[config.mk]
export PLATFORM = sky130hd
export DESIGN_NAME = rv_core
export DESIGN_NICKNAME = d
export VERILOG_FILES = /design/src/rtl/rv_pkg.sv /design/src/rtl/rv_alu.sv /design/src/rtl/rv_regfile.sv /design/src/rtl/rv_decode.sv /design/src/rtl/rv_execute.sv /design/src/rtl/rv_core.sv
export VERILOG_INCLUDE_DIRS = /design/src /design/src/include
export SDC_FILE = /design/constraint.sdc
export NUM_CORES = 2
export LEC_CHECK = 0
export BUFFER_PORTS_ARGS = -buffer_cell sky130_fd_sc_hd__buf_2
export CAP_MARGIN = 10
export CORE_ASPECT_RATIO = 1.1
export CORE_MARGIN = 8
export CORE_UTILIZATION = 40
export CTS_CLUSTER_DIAMETER = 150
export DETAILED_ROUTE_END_ITERATION = 12
export SLEW_MARGIN = 20
export SYNTH_ARGS = -nofsm -noshare
export SYNTH_HDL_FRONTEND = slang
export SYNTH_SLANG_ARGS = --single-unit
[constraint.sdc]
create_clock -name clock -period 6.1 [get_ports clock]
set_input_delay 0.915 -clock clock [delete_from_list [all_inputs] [get_ports clock]]
set_output_delay 0.915 -clock clock [all_outputs]
set_load 0.05 [all_outputs]
[src/include/rv_defines.svh]
`ifndef RV_DEFINES_SVH
`define RV_DEFINES_SVH

// datapath and instruction width
`define XLEN 32

// register file geometry
`define REG_ADDR_W 5
`define NUM_REGS 32

// instruction field widths
`define OPC_W 7
`define F3_W 3
`define F7_W 7

// major opcodes, RV32I encoding
`define OPC_OP 7'b0110011
`define OPC_OP_IMM 7'b0010011

// funct3 codes shared by both forms
`define F3_ADD 3'b000
`define F3_SLT 3'b010
`define F3_XOR 3'b100
`define F3_OR 3'b110
`define F3_AND 3'b111

// funct7 codes, register-register form only
`define F7_BASE 7'b0000000
`define F7_SUB 7'b0100000

// width of the I-type immediate field
`define IMM_I_W 12

`endif

[src/rtl/rv_pkg.sv]
`include "rv_defines.svh"

package rv_pkg;

	// operation carried from decode to the ALU
	typedef enum logic [2:0] {
		alu_add,
		alu_sub,
		alu_and,
		alu_or,
		alu_xor,
		alu_slt
	} alu_op_t;

	// instruction word as it enters the core
	typedef struct packed {
		logic valid;
		logic [`XLEN-1:0] instr;
	} fetch_rec_t;

	// decoded instruction with its operands read
	typedef struct packed {
		logic valid;
		alu_op_t alu_op;
		logic [`REG_ADDR_W-1:0] rd;
		logic [`REG_ADDR_W-1:0] rs1;
		logic [`REG_ADDR_W-1:0] rs2;
		// b holds the immediate when set
		logic use_imm;
		logic [`XLEN-1:0] a;
		logic [`XLEN-1:0] b;
	} ex_rec_t;

	// writeback record, also what the core retires
	typedef struct packed {
		logic valid;
		logic [`REG_ADDR_W-1:0] rd;
		logic [`XLEN-1:0] data;
		logic overflow;
	} wb_rec_t;

endpackage

[src/rtl/rv_alu.sv]
`timescale 1ns/1ps
`include "rv_defines.svh"

module rv_alu (
	input rv_pkg::alu_op_t op,
	input logic [`XLEN-1:0] a,
	input logic [`XLEN-1:0] b,
	output logic [`XLEN-1:0] result,
	output logic overflow
);

	logic [`XLEN-1:0] sum;
	logic [`XLEN-1:0] diff;
	logic add_ovf;
	logic sub_ovf;
	logic less;

	assign sum = a + b;
	assign diff = a - b;

	// same signs in, different sign out
	assign add_ovf = (a[`XLEN-1] == b[`XLEN-1]) && (sum[`XLEN-1] != a[`XLEN-1]);
	// signs differ and result flips away from a
	assign sub_ovf = (a[`XLEN-1] != b[`XLEN-1]) && (diff[`XLEN-1] != a[`XLEN-1]);

	assign less = $signed(a) < $signed(b);

	always_comb begin
		result = sum;
		overflow = 1'b0;
		case (op)
			rv_pkg::alu_add: begin
				result = sum;
				overflow = add_ovf;
			end
			rv_pkg::alu_sub: begin
				result = diff;
				overflow = sub_ovf;
			end
			rv_pkg::alu_and: result = a & b;
			rv_pkg::alu_or: result = a | b;
			rv_pkg::alu_xor: result = a ^ b;
			rv_pkg::alu_slt: result = {{(`XLEN-1){1'b0}}, less};
			default: result = sum;
		endcase
	end

endmodule

[src/rtl/rv_regfile.sv]
`timescale 1ns/1ps
`include "rv_defines.svh"

module rv_regfile (
	input logic clock,
	input logic reset,
	input logic [`REG_ADDR_W-1:0] rd_addr_a,
	input logic [`REG_ADDR_W-1:0] rd_addr_b,
	input rv_pkg::wb_rec_t wr,
	output logic [`XLEN-1:0] rd_data_a,
	output logic [`XLEN-1:0] rd_data_b
);

	logic [`XLEN-1:0] regs [`NUM_REGS];

	// x0 never written
	always_ff @(posedge clock or negedge reset) begin
		if (!reset) begin
			for (int i = 0; i < `NUM_REGS; i++) begin
				regs[i] <= '0;
			end
		end else if (wr.valid && wr.rd != '0) begin
			regs[wr.rd] <= wr.data;
		end
	end

	// x0 reads zero, a pending write passes straight through
	always_comb begin
		if (rd_addr_a == '0) begin
			rd_data_a = '0;
		end else if (wr.valid && wr.rd == rd_addr_a) begin
			rd_data_a = wr.data;
		end else begin
			rd_data_a = regs[rd_addr_a];
		end
	end

	always_comb begin
		if (rd_addr_b == '0) begin
			rd_data_b = '0;
		end else if (wr.valid && wr.rd == rd_addr_b) begin
			rd_data_b = wr.data;
		end else begin
			rd_data_b = regs[rd_addr_b];
		end
	end

endmodule

[src/rtl/rv_decode.sv]
`timescale 1ns/1ps
`include "rv_defines.svh"

module rv_decode (
	input logic clock,
	input logic reset,
	input rv_pkg::fetch_rec_t fetch,
	input logic [`XLEN-1:0] rd_data_a,
	input logic [`XLEN-1:0] rd_data_b,
	output logic [`REG_ADDR_W-1:0] rd_addr_a,
	output logic [`REG_ADDR_W-1:0] rd_addr_b,
	output rv_pkg::ex_rec_t ex
);

	rv_pkg::fetch_rec_t fetch_q;
	rv_pkg::ex_rec_t ex_d;
	rv_pkg::ex_rec_t ex_q;
	rv_pkg::alu_op_t alu_op;
	logic [`OPC_W-1:0] opcode;
	logic [`REG_ADDR_W-1:0] rd;
	logic [`REG_ADDR_W-1:0] rs1;
	logic [`REG_ADDR_W-1:0] rs2;
	logic [`F3_W-1:0] funct3;
	logic [`F7_W-1:0] funct7;
	logic [`XLEN-1:0] imm_i;
	logic is_op;
	logic is_op_imm;
	logic funct_ok;

	// fetch register, every valid input is taken
	always_ff @(posedge clock or negedge reset) begin
		if (!reset) begin
			fetch_q <= '0;
		end else begin
			fetch_q <= fetch;
		end
	end

	// instruction fields
	assign opcode = fetch_q.instr[`OPC_W-1:0];
	assign rd = fetch_q.instr[11:7];
	assign funct3 = fetch_q.instr[14:12];
	assign rs1 = fetch_q.instr[19:15];
	assign rs2 = fetch_q.instr[24:20];
	assign funct7 = fetch_q.instr[31:25];

	// I-type immediate, sign extended from bit 31
	assign imm_i = {{(`XLEN-`IMM_I_W){fetch_q.instr[31]}}, fetch_q.instr[31:20]};

	assign is_op = (opcode == `OPC_OP);
	assign is_op_imm = (opcode == `OPC_OP_IMM);

	// register read happens in this cycle
	assign rd_addr_a = rs1;
	assign rd_addr_b = rs2;

	// funct codes to ALU operation
	always_comb begin
		alu_op = rv_pkg::alu_add;
		funct_ok = 1'b1;
		case (funct3)
			`F3_ADD: begin
				// sub only exists in the register form
				if (is_op && funct7 == `F7_SUB) begin
					alu_op = rv_pkg::alu_sub;
				end
			end
			`F3_SLT: alu_op = rv_pkg::alu_slt;
			`F3_XOR: alu_op = rv_pkg::alu_xor;
			`F3_OR: alu_op = rv_pkg::alu_or;
			`F3_AND: alu_op = rv_pkg::alu_and;
			default: funct_ok = 1'b0;
		endcase
		// register form takes funct7 zero, or the sub code on add
		if (is_op && funct7 != `F7_BASE) begin
			if (funct7 != `F7_SUB || funct3 != `F3_ADD) begin
				funct_ok = 1'b0;
			end
		end
	end

	// execute record, anything unsupported becomes a bubble
	always_comb begin
		ex_d.valid = fetch_q.valid && (is_op || is_op_imm) && funct_ok;
		ex_d.alu_op = alu_op;
		ex_d.rd = rd;
		ex_d.rs1 = rs1;
		ex_d.rs2 = rs2;
		ex_d.use_imm = is_op_imm;
		ex_d.a = rd_data_a;
		ex_d.b = is_op_imm ? imm_i : rd_data_b;
	end

	always_ff @(posedge clock or negedge reset) begin
		if (!reset) begin
			ex_q <= '0;
		end else begin
			ex_q <= ex_d;
		end
	end

	assign ex = ex_q;

endmodule

[src/rtl/rv_execute.sv]
`timescale 1ns/1ps
`include "rv_defines.svh"

module rv_execute (
	input logic clock,
	input logic reset,
	input rv_pkg::ex_rec_t ex,
	input rv_pkg::wb_rec_t wb_fwd,
	output rv_pkg::wb_rec_t wb
);

	rv_pkg::wb_rec_t wb_d;
	rv_pkg::wb_rec_t wb_q;
	logic fwd_live;
	logic fwd_a;
	logic fwd_b;
	logic [`XLEN-1:0] op_a;
	logic [`XLEN-1:0] op_b;
	logic [`XLEN-1:0] alu_result;
	logic alu_overflow;

	// wb holds the only result not yet in the register file
	assign fwd_live = wb_fwd.valid && (wb_fwd.rd != '0);
	assign fwd_a = fwd_live && (wb_fwd.rd == ex.rs1);

	// immediate operand never takes the bypass
	assign fwd_b = fwd_live && !ex.use_imm && (wb_fwd.rd == ex.rs2);

	assign op_a = fwd_a ? wb_fwd.data : ex.a;
	assign op_b = fwd_b ? wb_fwd.data : ex.b;

	rv_alu rv_alu_inst (
		.op(ex.alu_op),
		.a(op_a),
		.b(op_b),
		.result(alu_result),
		.overflow(alu_overflow)
	);

	always_comb begin
		wb_d.valid = ex.valid;
		wb_d.rd = ex.rd;
		wb_d.data = alu_result;
		wb_d.overflow = alu_overflow;
	end

	// writeback record, one per valid ex record
	always_ff @(posedge clock or negedge reset) begin
		if (!reset) begin
			wb_q <= '0;
		end else begin
			wb_q <= wb_d;
		end
	end

	assign wb = wb_q;

endmodule

[src/rtl/rv_core.sv]
`timescale 1ns/1ps
`include "rv_defines.svh"

module rv_core (
	input logic clock,
	input logic reset,
	input rv_pkg::fetch_rec_t fetch,
	output rv_pkg::wb_rec_t retire
);

	logic [`REG_ADDR_W-1:0] rd_addr_a;
	logic [`REG_ADDR_W-1:0] rd_addr_b;
	logic [`XLEN-1:0] rd_data_a;
	logic [`XLEN-1:0] rd_data_b;
	rv_pkg::ex_rec_t ex;
	rv_pkg::wb_rec_t wb;

	// fetch register, decode and operand read
	rv_decode rv_decode_inst (
		.clock(clock),
		.reset(reset),
		.fetch(fetch),
		.rd_data_a(rd_data_a),
		.rd_data_b(rd_data_b),
		.rd_addr_a(rd_addr_a),
		.rd_addr_b(rd_addr_b),
		.ex(ex)
	);

	// written from the wb record one edge after it is valid
	rv_regfile rv_regfile_inst (
		.clock(clock),
		.reset(reset),
		.rd_addr_a(rd_addr_a),
		.rd_addr_b(rd_addr_b),
		.wr(wb),
		.rd_data_a(rd_data_a),
		.rd_data_b(rd_data_b)
	);

	// wb loops back for operand bypass
	rv_execute rv_execute_inst (
		.clock(clock),
		.reset(reset),
		.ex(ex),
		.wb_fwd(wb),
		.wb(wb)
	);

	assign retire = wb;

endmodule

==> results by group <==
Status
  • Status: finished, final reports clean

Setup path
  • Worst path bufs/invs: 3
  • WP data required: 6.74 ns
  • Max stage delay on crit path: 0.82 ns
  • Critical path cell sequence: xnor2_1 > nand4_1 > or4_2 > buf_4 > mux2_2 > ha_1 > inv_1 > a2111oi_0 > a21oi_1 > o41ai_2 > a21oi_1 > buf_4 > nor3_1 > o31ai_1 > o21ba_1 > o21ai_1
  • CP startpoint kind: register
  • Slowest CP cell: or4_2
  • CP Max Fanout: 24
  • Worst r2r src: rv_execute_inst.wb[37]
  • CP top delay family: compound AO/OA/AOI/OAI gates
  • Kind of critical path: reg -> reg
  • Critical Path Start: rv_execute_inst.wb[37]
  • CP endpoint kind: register
  • Crit path DAT: 6.19 ns

Finish
  • Post-route cell area: 72500 um^2
  • Final core utilization: 44.3%
  • Syn-to-layout area delta: 10.5%
  • Fin nets: 4766
  • Share of layout cells above drive strength 1: 43.2%
  • Non-Filler Instances: 6860

Power and ir drop
  • Gate power share: 10.4%
  • Tot Pwr: 17.6 mW
  • PwrDens: 243 nW/um^2
  • Sequential cell fraction of total power: 45.5%
  • Psw: 4.70 mW
  • Clock share of power: 44.1%
  • Max IR drop VDD: 0.243 mV
  • Leak: 33.0 nW
  • Sw frac: 26.7%
  • Cell Int Power: 12.9 mW

Die
  • Initial Util: 40.1%
  • Die W: 402 um
  • Die height: 441 um
  • Core Region: 164000 um^2
  • # rows: 156
  • Ports: 74
  • Die ar.: 177000 um^2

Placement
  • Detailed placement HPWL: 118000 um
  • Placed cell count: 6640
  • Post-Place Setup Slack: 0.649 ns
  • Placed Area: 68300 um^2
  • Gp weighted congestion: 0.954
  • Port Buf Inserts: 73

Synth
  • Biggest area consumer among synthesized cells: dfrtp_1
  • Sequential cell area fraction in the yosys report: 45.0%
  • Post-synthesis average cell area: 13.7 um^2
  • Synth top area cells: dfrtp_1 45%, mux4_2 18%, mux2_2 17%
  • Asr flop ratio synth: 100%
  • Yosys warns: 0
  • Synthesized instance count: 4785
  • Synth top area share: 45.0%
  • Post-synthesis net count: 4924
  • Ys flop type: dfrtp_1
  • #FFs+latches synth: 1180
  • Cell Area, Synth: 65600 um^2
  • Synth unique cells: 82
  • Number of flops mapped to enable cells by yosys: 0

Route
  • Detailed-route DRC error count: 0
  • Post-route antenna net violation count: 0
  • Via/cell ratio: 6.27
  • Wirelength per Cell: 30.1 um
  • Final wirelength: 207000 um
  • Iteration-0 DRC count of the detailed router: 4088
  • Via count: 43.0k
  • Total iterations of the first detailed-routing run: 6

STA
  • Worst slew pin tran: 1.17 ns
  • Setup ws final: 0.552 ns
  • Crit path time final: 5.55 ns
  • Post-Route Skew: 0.0228 ns
  • Setup tns final: 0 ns
  • Final Cycle Share: 90.9%
  • Rel. slew slack: 22.2%
  • Max Transition Viols Final: 0
  • Fmax: 180 MHz
  • Final Hold Vio Count: 0
  • Number of setup violations in the final report: 0
  • Hold slack final: 0.131 ns
  • RSZ-0062 raised after global routing: no

Hold path
  • Worst Hold Class: in -> async

Clocking
  • CTS Root Cell: clkbuf_16
  • CTS HTree Levels: 3
  • Clock-pin slew on the worst setup and hold paths: 0.06 ns
  • Worst-Skew Late Latency: 0.78 ns
  • CTS sink count: 1180
  • Post-CTS Resized: 0
  • Clock Tree Buf Depth: 3
  • CTS Hold Bufs: 0
  • TritonCTS clock tree: yes
  • Post-CTS Setup Bufs: 0
  • CTS Buf Count: 118

Run
  • Maximum Capacitance Violations: 0

Global route
  • Pin count of the biggest net entering global routing: 163
  • First-pass GRT wire length: 306000 um
  • Grt ovf: 0
  • Vias in the first global route: 44.1k
  • Initial antenna violation count: 4
  • All-Layer GR Usage: 22.9%
path summary, 6_finish.rpt:
| check | end | slack (ns) | cells after the start |
|---|---|---|---|
| setup reg to reg | rv_execute_inst.wb[30] | 0.55 | 16 |
| max in group asynchronous | rv_regfile_inst.regs[83] | 4.47 | 2 |
| hold / removal | rv_regfile_inst.regs[824] | 0.13 | 1 |
| min in group clock | rv_decode_inst.fetch_q[29] | 0.26 | 1 |
| setup / recovery | rv_execute_inst.wb[30] | 0.55 | 16 |
| hold reg to reg | rv_execute_inst.wb[33] | 0.35 | 0 |
logic make-up after synthesis:
| group | after synthesis | synth area share (%) |
|---|---|---|
| buf+inv | 598 | 3.55 |
| mux | 1800 | 39.6 |
| flops | 1180 | 45.0 |
| xor+xnor | 41 | 0.548 |
| compound gates | 581 | 5.99 |
| simple gates | 481 | 3.26 |
| fa+ha+maj | 104 | 2.01 |
power by group through the flow:
stage               combinational (mW)  clock [mW]  sequential, mW
floorplan                        0.979           0            8.23
global placement                  1.82           0            8.16
detailed placement                1.83           0            8.16
CTS                               1.83        7.95            8.01
global route                      1.96        8.23            8.01
finish                            1.83        7.78            8.01
sequential cells by signal, indices dropped and copies added (netlist names):
signal and count:
rv_decode_inst.fetch_q 18, rv_decode_inst.rd_addr_b 5, rv_execute_inst.wb 39, rv_decode_inst.ex_d 5, rv_decode_inst.ex 84, rv_regfile_inst.regs 1024
rv_decode_inst.rd_addr_a 5
area by class of cell:
class | instances | area (um^2)
diodes | 1 | 2.50
clock buffers | 164 | 3420
clock inverters | 55 | 727
fillers | 14700 | 91100
inverters | 108 | 405
multi-input cells | 3007 | 34000
flip-flops and latches | 1180 | 29600
well taps | 2133 | 2670
repair buffers | 212 | 1700
cell usage after synthesis, drive strengths merged, types with 22 or more instances:
cell / number
nor3: 23
o21ai: 157
mux2: 1025
mux4: 533
mux2i: 242
a211oi: 53
nand3: 22
inv: 105
nor2: 194
buf: 137
clkbuf: 353
xnor2: 27
nor2b: 28
nand2: 148
a221oi: 106
a21oi: 110
ha: 102
dfrtp: 1180
routing by layer:
metal	vias up	share of wire, %	GRT usage [%]
met2	1558	47	37.1
met5	-	0	0
met3	380	6.6	3.64
met1	23200	43	31.4
li1	17900	-	-
met4	0	3.9	8.46
layout by cell type, fill, tap and decap left out, types with 102 or more instances in the layout:
cell type	netlist	routed
dfrtp_1	1180	1169
mux2_2	1019	1019
mux4_2	533	533
mux2i_1	242	242
nor2_1	194	176
o21ai_0	155	154
nand2_1	148	137
clkbuf_16	0	118
buf_4	0	117
a21oi_1	109	109
a221oi_1	105	105
inv_1	104	103
ha_1	102	102
No activity file was read; power rests on OpenSTA's default activity.
